<file path="config.mk">
export PLATFORM = sky130hd
export DESIGN_NAME = clint
export DESIGN_NICKNAME = d
export VERILOG_FILES = /design/src/axi_pkg.sv /design/src/clint.sv
export SDC_FILE = /design/constraint.sdc
export NUM_CORES = 1
export LEC_CHECK = 0
export BUFFER_PORTS_ARGS = -buffer_cell sky130_fd_sc_hd__buf_4
export CAP_MARGIN = 20
export CORE_AREA = 2 2 124 90
export DETAILED_ROUTE_END_ITERATION = 16
export DIE_AREA = 0 0 126 92
export HOLD_SLACK_MARGIN = 0.15
export PLACE_DENSITY = 0.68
export SLEW_MARGIN = 20
export SYNTH_ARGS = -nofsm -noshare
export SYNTH_HDL_FRONTEND = slang
export SYNTH_SLANG_ARGS = --single-unit
export TNS_END_PERCENT = 100
</file>
<file path="constraint.sdc">
create_clock -name clock -period 2.93 [get_ports clock]
set_input_delay 0.293 -clock clock [delete_from_list [all_inputs] [get_ports clock]]
set_output_delay 0.293 -clock clock [all_outputs]
set_load 0.01 [all_outputs]
</file>
<file path="src/axi_pkg.sv">
package axi_pkg;

  // bus widths
  localparam int addr_w = 32;
  localparam int data_w = 32;
  localparam int strb_w = data_w / 8;

  // byte offset bits inside one data word
  localparam int byte_off_w = $clog2(strb_w);

  // address map
  // everything below this goes to the clint
  localparam logic [addr_w-1:0] clint_limit = 32'h0200_ffff;

  // sram depth in words, index wraps modulo depth
  localparam int sram_words = 256;
  localparam int sram_idx_w = $clog2(sram_words);

  // largest arlen served, i.e. 4 beats
  localparam logic [7:0] max_burst_len = 8'd3;

  // axi burst encodings, only incr is served
  typedef enum logic [1:0] {
    burst_fixed = 2'b00,
    burst_incr  = 2'b01,
    burst_wrap  = 2'b10
  } axi_burst_t;

  // read grant of the arbiter
  typedef enum logic [1:0] {
    xbar_idle,
    xbar_ifu_read,
    xbar_lsu_read
  } xbar_state_t;

  // sram slave state
  typedef enum logic [1:0] {
    sram_idle,
    sram_read_burst,
    sram_write_resp
  } sram_state_t;

  // read channel, master to slave (ar plus rready)
  typedef struct packed {
    logic              arvalid;
    logic [addr_w-1:0] araddr;
    logic [7:0]        arlen;
    logic [2:0]        arsize;
    axi_burst_t        arburst;
    logic              rready;
  } axi_r_m2s_t;

  // read channel, slave to master
  typedef struct packed {
    logic              arready;
    logic              rvalid;
    logic [data_w-1:0] rdata;
    logic              rlast;
  } axi_r_s2m_t;

  // write channel, master to slave (aw, w and bready)
  typedef struct packed {
    logic              awvalid;
    logic [addr_w-1:0] awaddr;
    logic [7:0]        awlen;
    logic [2:0]        awsize;
    axi_burst_t        awburst;
    logic              wvalid;
    logic [data_w-1:0] wdata;
    logic [strb_w-1:0] wstrb;
    logic              wlast;
    logic              bready;
  } axi_w_m2s_t;

  // write channel, slave to master
  typedef struct packed {
    logic awready;
    logic wready;
    logic bvalid;
  } axi_w_s2m_t;

endpackage

</file>
<file path="src/clint.sv">
`timescale 1ns/10ps

module clint
  import axi_pkg::*;
(
  input  logic       clock,
  input  logic       reset,
  input  axi_r_m2s_t r_m2s,
  output axi_r_s2m_t r_s2m
);

  logic [63:0]       mtime_q;
  logic              rvalid_q;
  logic [data_w-1:0] rdata_q;
  logic              ar_fire;
  logic              r_fire;

  // free running timer
  always_ff @(posedge clock) begin
    if (reset) begin
      mtime_q <= '0;
    end else begin
      mtime_q <= mtime_q + 64'd1;
    end
  end

  // one response in flight at most
  assign ar_fire = r_m2s.arvalid && !rvalid_q;
  assign r_fire  = rvalid_q && r_m2s.rready;

  always_ff @(posedge clock) begin
    if (reset) begin
      rvalid_q <= 1'b0;
    end else if (ar_fire) begin
      rvalid_q <= 1'b1;
    end else if (r_fire) begin
      rvalid_q <= 1'b0;
    end
  end

  // offset 4 picks the high word, sampled at the ar transfer
  always_ff @(posedge clock) begin
    if (ar_fire) begin
      rdata_q <= r_m2s.araddr[2] ? mtime_q[63:32] : mtime_q[31:0];
    end
  end

  assign r_s2m.arready = !rvalid_q;
  assign r_s2m.rvalid  = rvalid_q;
  assign r_s2m.rdata   = rdata_q;
  // always a single beat
  assign r_s2m.rlast   = 1'b1;

endmodule

</file>
# Word-level counts from Yosys, hierarchy flattened
# Cells that the tools add are included.
# word_totals
ff_bits	97
output_inout_bits	35
word_cells	11
# op_classes
addsub	1
mux	3
n_reduce_logical	4
# op_table
operator	n
$add A64 B1 Y64 const B	1
$mux W32	1
$logic_and A1 B1 Y1	2
$mux W1	2
$reduce_bool A2 Y1	1
$logic_not A1 Y1	1

# Depth between registers and ports, before layout
# logic_depth
ltp_word	3
mapped_depth	7

# Worst setup path before layout
# OpenSTA, ideal clock, no wires.
# synth_timing
path_kind	register to register
startpoint	register rvalid_q
endpoint	register rdata_q[0], enable pin
arrival_ps	1785
slack_ps	720
stages_incl_launch_ff	2
path_buffers	0
cell_sequence	dfxtp_1 nor2b_1
# synth_between
elab_chain_cells	2
# synth_rtl
element	line	source
start, declared	clint.sv:13	logic rvalid_q;
start signal, assigned	clint.sv:33	rvalid_q <= 1'b0;
start signal, assigned	clint.sv:35	rvalid_q <= 1'b1;
start signal, assigned	clint.sv:37	rvalid_q <= 1'b0;
$logic_not A1 Y1	clint.sv:28	assign ar_fire = r_m2s.arvalid && !rvalid_q;
$logic_and A1 B1 Y1	clint.sv:28	
named net ar_fire	clint.sv:15	logic ar_fire;
end signal, assigned	clint.sv:44	rdata_q <= r_m2s.araddr[2] ? mtime_q[63:32] : mtime_q[31:0];
end, declared	clint.sv:14	logic [data_w-1:0] rdata_q;
# The timed path passes the listed nets, and every way through them passes these cells.
# A chain may end at the register's enable or synchronous reset.

# Worst setup path in the final report
# layout_timing
startpoint	register mtime_q[0]
endpoint	register mtime_q[54]
# layout_between
elab_chain_cells	1
# layout_rtl
element	line	source
start, declared	clint.sv:12	logic [63:0] mtime_q;
start signal, assigned	clint.sv:23	mtime_q <= mtime_q + 64'd1;
$add A64 B1 Y64	clint.sv:23	
# Every way passes these cells.

==> key figures <==
Run status
  • Status: finished clean

Layout
  • Area delta synth->final: 15.3%
  • Total Nets Final: roughly 550
  • Util after Layout: 0.503
  • Leading cell types in the layout, fill and taps excluded: dfxtp_1 (65), nor2_1 (55), buf_4 (47), nand4_1 (34), mux2_2 (33)
  • Area used by sequential logic in the layout: 0.00226 mm^2
  • Most common library cell in the layout ignoring fill and taps: dfxtp_1
  • Multi-input logic area: 0.00222 mm^2
  • Number of fill cells: 991
  • Fraction of final layout cells sized beyond drive strength 1: 0.213
  • Fin area: between 0.005 and 0.006 mm^2
  • Number of antenna cells inserted: 0
  • Count of non-filler cells in the finished layout: ~640

Place
  • Total placed cells including tap cells: around 630
  • Half-perimeter wire length of the detailed placement result: 7550 um
  • Number of buffers inserted by port buffering: 38
  • Placed standard-cell area: 0.00504 mm^2
  • Pre-CTS setup slack: between 400 and 500 ps
  • Final RePlAce weighted congestion: between 0.9 and 1

Logic synthesis
  • Library cells used by synthesis: 45
  • Synthesized Nets: 512
  • Async SR Flop Fraction: 0
  • Syn Inst Count: 462
  • EDFF count, synth: 32
  • Warnings, synthesis: 0
  • Synth Cell Area: about 0.0046 mm^2
  • Synthesis-stage register bit count: 97
  • Main synth FF type: dfxtp_1
  • Syn Area/Cell: around 10 um^2
  • Share of the yosys chip area belonging to registers: 0.491

Worst setup path
  • Data arrival at the endpoint of the critical path: 2820 ps
  • Launching element type of the critical path: register
  • Crit end category: register
  • Register-to-Register Setup Slack: roughly 380 ps
  • Most used cell, CP: nand4_1
  • Top cell family by delay on the critical path: simple AND/OR/NAND/NOR gates
  • Cells along the critical path: ha_1, nand4_1, nor4_1, nand4_1, or3_1, a21oi_1
  • Worst Path Max Fanout: 6
  • Critical Path RT: 3210 ps
  • Category of the critical setup timing path: register to register
  • Master of the slowest instance on the critical path: dfxtp_1
  • Critical path buffer and inverter count: 0
  • CP max stage delay: around 480 ps

Clock tree
  • H-tree depth: 3
  • Post-CTS setup buffers: 0
  • TritonCTS buffer count: 9
  • Clock tree buffer depth: 2
  • Count of clock tree sinks: 97
  • Clock tree from TritonCTS: yes
  • Clock network latency to the later pin of the worst-skew pair: 350 ps
  • Clk pin slew, worst setup/hold paths: 70 ps
  • Clock tree root buffer cell: clkbuf_16

Power and ir drop
  • Pwr Density: 493 mW/mm^2
  • Internal portion of total power: 2.05 mW
  • Leakage power figure: 1.85 nW
  • Net Sw Power: 0.568 mW
  • Sequential power share: 0.546
  • Relative contribution of the clock network to total power: 0.412
  • Maximum VDD drop: a little over 0.0003 V
  • Switching part of the total power: 0.217
  • Combinational power share: 0.042

Timing
  • Slew Limit Fails: 0
  • Final clock skew: 6.84 ps
  • Setup violators final: 0
  • Setup_tns: 0 ps
  • Worst setup margin: between 300 and 400 ps
  • Worst slew pin tran: 1010 ps
  • Hold Fails Final Rpt: 0
  • Top achievable clock speed: 393 MHz
  • Crit share post-route: 0.870
  • Worst slew slack as a fraction of its limit: 0.322
  • Setup repair after global routing missed its margin: no
  • Post-layout minimum cycle time: about 2500 ps

Die
  • Die area: 0.0116 mm^2
  • Initial standard-cell utilization of the core: 0.436
  • Cell row count: 32
  • Ports placed on the boundary: 84
  • Core area: 0.0106 mm^2
  • DIE HEIGHT: approximately 92 um
  • Die extent in x: 126 um

Global route
  • Global-route wire length before repair: 17600 um
  • GRT Total Usage: 0.193
  • Global route overflow: 0
  • Antenna violations before repair: 0
  • Largest net degree at the start of global routing: 70
  • Number of global-route vias before repair: 3435

Run
  • Maxcap violations: 0

Route
  • Vias/cell: roughly 5.8
  • Routed Antenna Nets: 0
  • Drt first pass iters: 5
  • DRT Wirelength: 11000 um
  • Vias post-DR: 3714
  • DRC violation total after the first TritonRoute iteration: 373
  • Avg WL per Cell: approximately 17 um
  • Post-route DRC violation count: 0

Hold path
  • Type of the worst min-delay path: primary input to register
cells by family after synthesis:
kind of cell | count (synthesis) | synth area share
flip-flops | 97 | 0.491
XOR/XNOR | 36 | 0.0684
multiplexers | 33 | 0.0806
buffers and inverters | 28 | 0.0299
other | 1 | 0.000814
AND/OR/NAND/NOR | 219 | 0.269
AO/OA/AOI/OAI | 47 | 0.0575
adder cells (fa/ha/maj) | 1 | 0.00271
what timing repair did:
action | in CTS | in global routing
resized for setup | 0 | 0
hold buffers | 1 | 0
endpoints found under the hold margin | 1 | 0
per-stage QoR:
stage	hold slack (ps)	total power, mW
after floorplan	392	1.52
after global placement	479	1.57
after detailed placement	483	1.57
after CTS	224	2.64
after global routing	251	2.71
final	234	2.62
cell usage after synthesis, types with 2 or more instances:
cell type / instances / area (um^2)
dfxtp_1: 65 / 1300
nor2_1: 55 / 206
nand4_1: 34 / 213
mux2_2: 33 / 372
edfxtp_1: 32 / 961
nand2_1: 26 / 97.6
nand3_1: 26 / 130
a21oi_1: 22 / 110
xor2_1: 21 / 184
o21ai_0: 15 / 75.1
xnor2_1: 15 / 131
or3_1: 13 / 81.3
clkbuf_1: 10 / 37.5
inv_1: 10 / 37.5
nor4_1: 10 / 62.6
nor3_1: 9 / 45.0
or4_1: 8 / 60.1
and3_1: 7 / 43.8
nor2b_1: 6 / 37.5
o31ai_1: 5 / 37.5
and2_1: 4 / 25.0
and4_1: 4 / 35.0
nor4_4: 3 / 63.8
o41ai_1: 3 / 26.3
buf_2: 2 / 10.0
buf_4: 2 / 15.0
buf_6: 2 / 22.5
nand2b_1: 2 / 12.5
nor4_2: 2 / 25.0
registers in the layout (all words and copies together) (netlist names):
signal,cells
mtime_q,64
rvalid_q,1
rdata_q,32
worst paths after layout:
kind / startpoint / to / cells after the start
worst max-delay path: mtime_q[0]$_SDFF_PP0_ / mtime_q[54]$_SDFF_PP0_ / 6
worst min-delay path: r_m2s[46] / rvalid_q$_SDFFE_PP0P_ / 3
worst max register to register: mtime_q[0]$_SDFF_PP0_ / mtime_q[54]$_SDFF_PP0_ / 6
worst min register to register: mtime_q[62]$_SDFF_PP0_ / mtime_q[62]$_SDFF_PP0_ / 2
routing by layer:
layer | vias up | track usage | wire [um]
li1 | 1776 | - | -
met1 | 1794 | 0.278 | 5310
met2 | 119 | 0.277 | 4710
met3 | 25 | 0.0455 | 704
met4 | 0 | 0.0797 | 244
met5 | - | 0 | 0
final cells by class:
cell class,instances,share of cell area
Inverter,10,0.00706
Clock inverter,4,0.00353
Timing Repair Buffer,48,0.0683
Clock buffer,12,0.0464
Tap cell,136,0.0320
Sequential cell,97,0.426
Multi-Input combinational cell,337,0.417
power by group through the flow:
stage	clock network, mW	logic (mW)	registers, mW
detailed placement	0	0.110	1.46
CTS	1.10	0.112	1.43
finish	1.08	0.110	1.43
global route	1.16	0.118	1.43
floorplan	0	0.0506	1.47
global placement	0	0.109	1.46
worst reg2reg max path: stages, from the launching register on:
cell and delay, ps:
dfxtp_1 480, ha_1 300, nand4_1 260, nor4_1 460
nand4_1 380, or3_1 470, a21oi_1 140
Power figures use the tool's default switching activity.
