<file path="src/axi_pkg.sv">
package axi_pkg;

  // bus widths
  localparam int addr_w = 32;
  localparam int data_w = 32;
  localparam int strb_w = data_w / 8;

  // byte offset bits inside one data word
  localparam int byte_off_w = $clog2(strb_w);

  // address map
  // everything below this goes to the clint
  localparam logic [addr_w-1:0] clint_limit = 32'h0200_ffff;

  // sram depth in words, index wraps modulo depth
  localparam int sram_words = 256;
  localparam int sram_idx_w = $clog2(sram_words);

  // largest arlen served, i.e. 4 beats
  localparam logic [7:0] max_burst_len = 8'd3;

  // axi burst encodings, only incr is served
  typedef enum logic [1:0] {
    burst_fixed = 2'b00,
    burst_incr  = 2'b01,
    burst_wrap  = 2'b10
  } axi_burst_t;

  // read grant of the arbiter
  typedef enum logic [1:0] {
    xbar_idle,
    xbar_ifu_read,
    xbar_lsu_read
  } xbar_state_t;

  // sram slave state
  typedef enum logic [1:0] {
    sram_idle,
    sram_read_burst,
    sram_write_resp
  } sram_state_t;

  // read channel, master to slave (ar plus rready)
  typedef struct packed {
    logic              arvalid;
    logic [addr_w-1:0] araddr;
    logic [7:0]        arlen;
    logic [2:0]        arsize;
    axi_burst_t        arburst;
    logic              rready;
  } axi_r_m2s_t;

  // read channel, slave to master
  typedef struct packed {
    logic              arready;
    logic              rvalid;
    logic [data_w-1:0] rdata;
    logic              rlast;
  } axi_r_s2m_t;

  // write channel, master to slave (aw, w and bready)
  typedef struct packed {
    logic              awvalid;
    logic [addr_w-1:0] awaddr;
    logic [7:0]        awlen;
    logic [2:0]        awsize;
    axi_burst_t        awburst;
    logic              wvalid;
    logic [data_w-1:0] wdata;
    logic [strb_w-1:0] wstrb;
    logic              wlast;
    logic              bready;
  } axi_w_m2s_t;

  // write channel, slave to master
  typedef struct packed {
    logic awready;
    logic wready;
    logic bvalid;
  } axi_w_s2m_t;

endpackage

</file>
<file path="src/axi_interconnect.sv">
`timescale 1ns/10ps

module axi_interconnect
  import axi_pkg::*;
(
  input  logic       clock,
  input  logic       reset,

  input  axi_r_m2s_t ifu_r_m2s,
  output axi_r_s2m_t ifu_r_s2m,

  input  axi_r_m2s_t lsu_r_m2s,
  output axi_r_s2m_t lsu_r_s2m,
  input  axi_w_m2s_t lsu_w_m2s,
  output axi_w_s2m_t lsu_w_s2m,

  output axi_r_m2s_t clint_r_m2s,
  input  axi_r_s2m_t clint_r_s2m,

  output axi_r_m2s_t sram_r_m2s,
  input  axi_r_s2m_t sram_r_s2m,
  output axi_w_m2s_t sram_w_m2s,
  input  axi_w_s2m_t sram_w_s2m
);

  xbar_state_t state_q;
  xbar_state_t state_d;

  // request of the granted master, after masking
  axi_r_m2s_t gnt_r_m2s;
  // response of the selected slave
  axi_r_s2m_t sel_r_s2m;

  logic to_clint;
  logic last_fire;

  // grant register
  always_ff @(posedge clock) begin
    if (reset) begin
      state_q <= xbar_idle;
    end else begin
      state_q <= state_d;
    end
  end

  // fixed priority, fetch wins in idle
  // grant held until the rlast beat is taken
  always_comb begin
    state_d = state_q;
    unique case (state_q)
      xbar_idle: begin
        if (ifu_r_m2s.arvalid) begin
          state_d = xbar_ifu_read;
        end else if (lsu_r_m2s.arvalid) begin
          state_d = xbar_lsu_read;
        end
      end
      xbar_ifu_read: begin
        if (last_fire) begin
          // hand over to load/store if it waits
          state_d = lsu_r_m2s.arvalid ? xbar_lsu_read : xbar_idle;
        end
      end
      xbar_lsu_read: begin
        if (last_fire) begin
          state_d = ifu_r_m2s.arvalid ? xbar_ifu_read : xbar_idle;
        end
      end
      default: begin
        state_d = xbar_idle;
      end
    endcase
  end

  // mux of the granted request
  // payload defaults to fetch, valid and ready killed in idle
  always_comb begin
    gnt_r_m2s = (state_q == xbar_lsu_read) ? lsu_r_m2s : ifu_r_m2s;
    if (state_q == xbar_idle) begin
      gnt_r_m2s.arvalid = 1'b0;
      gnt_r_m2s.rready  = 1'b0;
    end
  end

  // address decode, master holds araddr for the whole burst
  assign to_clint  = gnt_r_m2s.araddr < clint_limit;
  assign sel_r_s2m = to_clint ? clint_r_s2m : sram_r_s2m;

  // end of burst for the granted master
  assign last_fire = gnt_r_m2s.rready && sel_r_s2m.rvalid && sel_r_s2m.rlast;

  // requests to the slaves, only the selected one sees valid/ready
  always_comb begin
    clint_r_m2s = gnt_r_m2s;
    sram_r_m2s  = gnt_r_m2s;
    if (to_clint) begin
      sram_r_m2s.arvalid = 1'b0;
      sram_r_m2s.rready  = 1'b0;
    end else begin
      clint_r_m2s.arvalid = 1'b0;
      clint_r_m2s.rready  = 1'b0;
    end
  end

  // responses back, masters without the grant see no handshake
  always_comb begin
    ifu_r_s2m = sel_r_s2m;
    lsu_r_s2m = sel_r_s2m;
    if (state_q != xbar_ifu_read) begin
      ifu_r_s2m.arready = 1'b0;
      ifu_r_s2m.rvalid  = 1'b0;
    end
    if (state_q != xbar_lsu_read) begin
      lsu_r_s2m.arready = 1'b0;
      lsu_r_s2m.rvalid  = 1'b0;
    end
  end

  // all writes go to sram, no clint write port
  assign sram_w_m2s = lsu_w_m2s;
  assign lsu_w_s2m  = sram_w_s2m;

endmodule

</file>
<file path="config.mk">
export PLATFORM = sky130hd
export DESIGN_NAME = axi_interconnect
export DESIGN_NICKNAME = d
export VERILOG_FILES = /design/src/axi_pkg.sv /design/src/axi_interconnect.sv
export SDC_FILE = /design/constraint.sdc
export NUM_CORES = 1
export LEC_CHECK = 0
export ABC_AREA = 1
export BUFFER_PORTS_ARGS = -buffer_cell sky130_fd_sc_hd__buf_2
export CAP_MARGIN = 10
export CORE_AREA = 2 2 197 199
export CTS_BUF_LIST = sky130_fd_sc_hd__clkbuf_8
export DETAILED_ROUTE_END_ITERATION = 12
export DIE_AREA = 0 0 199 201
export HOLD_SLACK_MARGIN = 0.08
export MAX_ROUTING_LAYER = met4
export PLACE_DENSITY_LB_ADDON = 0.3
export RECOVER_POWER = 50
export SLEW_MARGIN = 20
export SYNTH_ARGS = -nofsm -noshare
export SYNTH_HDL_FRONTEND = slang
export SYNTH_SLANG_ARGS = --single-unit
</file>
<file path="constraint.sdc">
create_clock -name clock -period 2.8 [get_ports clock]
set_clock_uncertainty 0.15 [all_clocks]
set_input_delay 0.14 -clock clock [delete_from_list [all_inputs] [get_ports clock]]
set_output_delay 0.14 -clock clock [all_outputs]
set_load 0.01 [all_outputs]
</file>
# Yosys cells after proc, flatten, opt, wreduce, memory -nomap -nowiden
# Index checks and enable logic that the tools add are counted.
[word_totals] ff_bits=2 inputBits=254 output_inout_bits=252 word_cells=30
[classes] magnitude_cmp=1 eq_ne=7 n_mux=17 reduce_logical=4
[ops] cell="two-way mux 47 bit" n=1
[ops] cell="two-way mux 35 bit" n=1
[ops] cell="< comparator 32 x 26 -> 1 bit (second input constant)" n=1
[ops] cell="two-way mux 2 bit" n=7
[ops] cell="two-way mux 1 bit" n=7
[ops] cell="inequality test 2 bit (second input constant)" n=3
[ops] cell="case mux 2 bit (3 select lines)" n=1
[ops] cell="inequality test 3 bit (second input constant)" n=1
[ops] cell="AND reduction 3 bit" n=1
[ops] cell="equality test 2 x 1 -> 1 bit (second input constant)" n=1
[ops] cell="equality test 2 bit (second input constant)" n=1
[ops] cell="logical AND 1 bit" n=2
[ops] cell="logical NOT 2 bit" n=1
[ops] cell="inequality test 2 x 1 -> 1 bit (second input constant)" n=1

# Depth between registers and ports, before layout
[logic_depth] ltp_word=8 ltp_mapped=18

# Worst setup path before layout
# Ideal clock, no wire load.
[synth_path] kind="reg2out" startpoint="register state_q[0]" endpoint="output port lsu_r_s2m[25] (netlist name)" arrival_ns=2.101 slack_ns=0.409 path_stages_with_launch=17 cell_sequence="dfxtp_1 -> inv_2 -> buf_2 -> nand3_1 -> nand2_1 -> inv_1 -> nand2_1 -> nor2_1 -> nand2_1 -> a21oi_1 -> nand2_2 -> buf_6 -> inv_2 -> buf_2 -> nand2_1 -> nand2_1 -> buf_4"
[synth_rtl] item="from (decl)" line_no="axi_interconnect.sv:26" rtl="xbar_state_t state_q;"
[synth_rtl] item="from (signal assigned)" line_no="axi_interconnect.sv:40" rtl="state_q <= xbar_idle;"
[synth_rtl] item="from (signal assigned)" line_no="axi_interconnect.sv:42" rtl="state_q <= state_d;"
[synth_rtl] item="to (decl)" line_no="axi_interconnect.sv:13" rtl="output axi_r_s2m_t lsu_r_s2m,"

==> flow_results.org <==
** Floorplanning
- between 500 and 600 I/O pins were placed.
- The floorplan has between 70 and 80 rows.
- Starting utilization of the core area :: roughly 7.5%
- The floorplan step defined a die boundary enclosing 40000 um2.
- Core region area :: roughly 38000 um2
- Measured along the x axis, the die boundary spans roughly 200 um.
- The die is approximately 200 um tall.

** Global route
- The first global-routing pass estimated around 21 mm of wire.
- Global-route total usage across every layer :: under 10%
- The via count of the first global-routing pass is about 3400.
- The number of antenna violations at the first check in global routing is 1.
- For this run the aggregate overflow at the end of global routing stands at 0.
- Largest net degree at the start of global routing :: 25

** Timing
- Max-slew violation total from the final report :: 0
- Setup total negative slack on the finished layout was measured at 0 ns.
- In this run the tightest slew margin relative to its limit is roughly 80%.
- The final hold violation count came to 0.
- The routed design could run at a clock period as short as roughly 2.7 ns.
- Setup violations remaining at the end of the flow were counted as 0.
- Upper clock frequency limit :: between 300 and 400 MHz
- Setup repair after global routing could not meet its margin everywhere.
- Tightest Pin Transition :: between 0.2 and 0.3 ns
- Ratio of final minimum period to clock period :: 95.08%

** Cells and area
- Growth of design area from synthesis to finish :: 56.57%
- Number of filler cells placed in the layout :: 4500
- Largest register by flop count :: state_q
- The register with the most flip-flops in the layout has 2 of them.
- Share of layout cells above drive strength 1 :: a little under three fifths
- Cells fill a little under an eighth of the core in the end.
- Largest registers in the final layout :: state_q x2
- The net count of the finished layout is between 900 and 1000.

** Critical path
- The worst register-to-register path ends at state_q[1]$_SDFFE_PP0P_.
- Required time of the worst setup path :: 2.51 ns
- Of all nets on the critical path, the largest fanout is 9.
- Termination of the worst setup path :: ifu_r_s2m[3]
- The startpoint identified for the worst register-to-register timing path is state_q[0]$_SDFFE_PP0P_.
- CP startpoint :: state_q[0]$_SDFFE_PP0P_
- The worst setup path is of the flop to primary output kind.
- STA classifies the critical path endpoint as a primary output.
- Crit path arrival time :: between 2 and 2.5 ns
- Cell depth of the worst flop-to-flop path :: 19
- The worst setup path is launched from a flop.
- The setup check on the worst reg-to-reg path leaves a slack of a little under 0.3 ns.

** Flow run
- Max-cap violations in this run came to 0.

** CTS
- H-Tree Level Count :: 1
- Number of clock sinks seen by CTS :: 2
- Clock tree synthesis selected as its root buffer the cell sky130_fd_sc_hd__clkbuf_8.
- TritonCTS clock tree :: done
- Clock slew seen by the registers of the worst setup and hold paths :: 0.03 ns
- In this run, CTS created clock tree buffers numbering 3.
- The clock passes through at most 2 buffers.
- Worst skew pair latency :: 0.21 ns

** Min path
- Hold Startpoint :: lsu_w_m2s[34]
- In this run the worst hold path is classified as input pin to primary output.
- The worst hold path was traced through 0 stages.

** Logic synthesis
- Number of flip-flops and latches in the synthesized netlist :: 2
- Synth Cell Area :: between 2000 and 3000 um2
- Yosys printed 0 warnings.
- Cell type contributing the most total cell area after synthesis :: sky130_fd_sc_hd__buf_4
- Post-Syn Area per Cell :: between 5 and 6 um2
- Of the post-synthesis cell area, the dominant cell type holds roughly 45%.
- Synthesis instantiated 20 different standard cells from the library.
- Sequential area share after synthesis :: under 10%
- Cells after Synth :: around 550
- Yosys attributes the largest share of cell area to sky130_fd_sc_hd__buf_4, sky130_fd_sc_hd__nand2_1, sky130_fd_sc_hd__inv_1, sky130_fd_sc_hd__nor2_1, sky130_fd_sc_hd__nand3_1.
- Post-synth net total :: around 800

** Route
- Initial DRC Count :: 105
- Routed WL per cell :: 13.05 um
- For this run, design rule violations remaining after detail routing come to 0.
- Across all layers, the routed design uses about 3700 vias.
- Antenna Nets Post-Route :: 0
- Ratio of routed vias to standard cells :: between 2 and 3
- Wires add up to ~16 mm.
- The pre-antenna-repair detailed-routing pass consisted of 6 iterations.

** Power and ir drop
- Worst supply voltage drop on vdd :: ~0.1 mV
- The design draws about 1.8 mW.
- The analysis attributes to cell leakage a power of ~2.7 nW.
- Areal power density over the cells :: around 410 nW/um2

** Place
- Final HPWL from detailed placement :: 13.72 mm
- GPL Wtd Cong :: around 0.73
- Port buffering added 329 buffers.

** Status
- The run finished with clean final reports.
## how the worst min path moves through the flow
stage / end / slack, ns
2_1_floorplan: state_q[0]$_SDFFE_PP0P_ / 0.06
3_3_place_gp: lsu_w_s2m[0] / 0.13
3_5_place_dp: lsu_w_s2m[0] / 0.13
4_1_cts: lsu_w_s2m[0] / 0.13
5_1_grt: sram_w_m2s[29] / 0.13
6_report: sram_w_m2s[34] / 0.13
## per-stage QoR
stage | std cells | instance area, um2 | worst slack, ns | hold WS (ns)
after floorplan | 548 | 2849 | 0.4090 | 0.05907
after global placement | 1238 | 4021 | -0.1060 | 0.1301
after detailed placement | 1238 | 4021 | -0.03687 | 0.1301
after CTS | 1247 | 4224 | -0.004896 | 0.1301
after global routing | 1252 | 4461 | -0.04153 | 0.1300
final | 1252 | 4461 | 0.1378 | 0.1300
## cells in the mapped netlist
master and instances:
sky130_fd_sc_hd__buf_4 170, sky130_fd_sc_hd__nand3_1 18, sky130_fd_sc_hd__nand3b_1 4, sky130_fd_sc_hd__mux2i_1 1, sky130_fd_sc_hd__clkbuf_1 4, sky130_fd_sc_hd__buf_1 1, sky130_fd_sc_hd__nand2_4 1, sky130_fd_sc_hd__nor2_4 1
sky130_fd_sc_hd__buf_2 6, sky130_fd_sc_hd__inv_1 40, sky130_fd_sc_hd__inv_2 2, sky130_fd_sc_hd__nand2_2 3, sky130_fd_sc_hd__nand2_1 255, sky130_fd_sc_hd__o22ai_1 2, sky130_fd_sc_hd__a21oi_1 3, sky130_fd_sc_hd__o21ai_0 2
sky130_fd_sc_hd__buf_6 4, sky130_fd_sc_hd__nand3_2 1, sky130_fd_sc_hd__dfxtp_1 2, sky130_fd_sc_hd__nor2_1 28
## per-layer routing
| layer | part of all wire (%) | up-vias | track usage, % |
|---|---|---|---|
| met5 | 0 | - | - |
| met4 | 4.0 | 0 | 2.878 |
| met3 | 9.6 | 60 | 2.151 |
| met2 | 50 | 224 | 13.42 |
| met1 | 37 | 1573 | 7.602 |
| li1 | - | 1832 | - |
## repair_timing
action / CTS / global route
endpoints found under the hold margin: 2 / 0
setup buffers: 3 / 1
hold buffers: 1 / 0
setup endpoints to repair: 74 / 76
pin swaps: 3 / 14
gates resized for setup: 23 / 46
cloned: 2 / 3
## layout make-up
cell class / instances / area [um2] / share of cell area [%]
Multi-Input combinational cell: 319 / 1419 / 31.81
Timing Repair Buffer: 367 / 2132 / 47.80
Inverter: 42 / 172.7 / 3.871
Sequential cell: 2 / 45.04 / 1.010
Tap cell: 518 / 648.1 / 14.53
Antenna cell: 1 / 2.502 / 0.05610
Clock buffer: 3 / 41.29 / 0.9257
## kinds of logic after synthesis
family                 count (synthesis)  synth area share [%]
AOI/OAI and AO/OA                      7                 1.317
buffers and inverters                227                 53.62
and+or+nand+nor                      311                 43.30
DFF                                    2                 1.405
muxes                                  1                0.3514
## layout by cell type (no fill, tap or decap), drive strengths merged
master,n
nand2,259
nand3,19
o21ai,2
diode,1
dlygate4sd3,1
nor2,29
clkbuf,7
nand3b,4
a21oi,3
mux2i,1
clkinv,1
o22ai,2
buf,362
inv,41
dfxtp,2
## power by group
group	switching [mW]	total (mW)	internal (mW)	leakage (nW)
logic	0.976	1.68	0.705	2.63
registers	0.0102	0.0497	0.0395	0.0175
clock network	0.0200	0.111	0.0906	0.0216
total	1.01	1.84	0.836	2.66
## worst max-delay path, cell delays in order, from the launching register on
cell and delay, ns:
sky130_fd_sc_hd__dfxtp_2 0.32, sky130_fd_sc_hd__buf_6 0.12, sky130_fd_sc_hd__nor2_4 0.17, sky130_fd_sc_hd__buf_12 0.13
sky130_fd_sc_hd__buf_16 0.12, sky130_fd_sc_hd__nand2_1 0.05, sky130_fd_sc_hd__nand2_1 0.10, sky130_fd_sc_hd__nand2_1 0.08
sky130_fd_sc_hd__nor2_2 0.09, sky130_fd_sc_hd__nand2_2 0.08, sky130_fd_sc_hd__nor2_4 0.13, sky130_fd_sc_hd__nand2_4 0.09
sky130_fd_sc_hd__nand2_8 0.13, sky130_fd_sc_hd__clkinv_8 0.09, sky130_fd_sc_hd__buf_12 0.15, sky130_fd_sc_hd__nand2_1 0.07
sky130_fd_sc_hd__nand2_2 0.09, sky130_fd_sc_hd__buf_6 0.14
(Power assumes the default switching activity.)
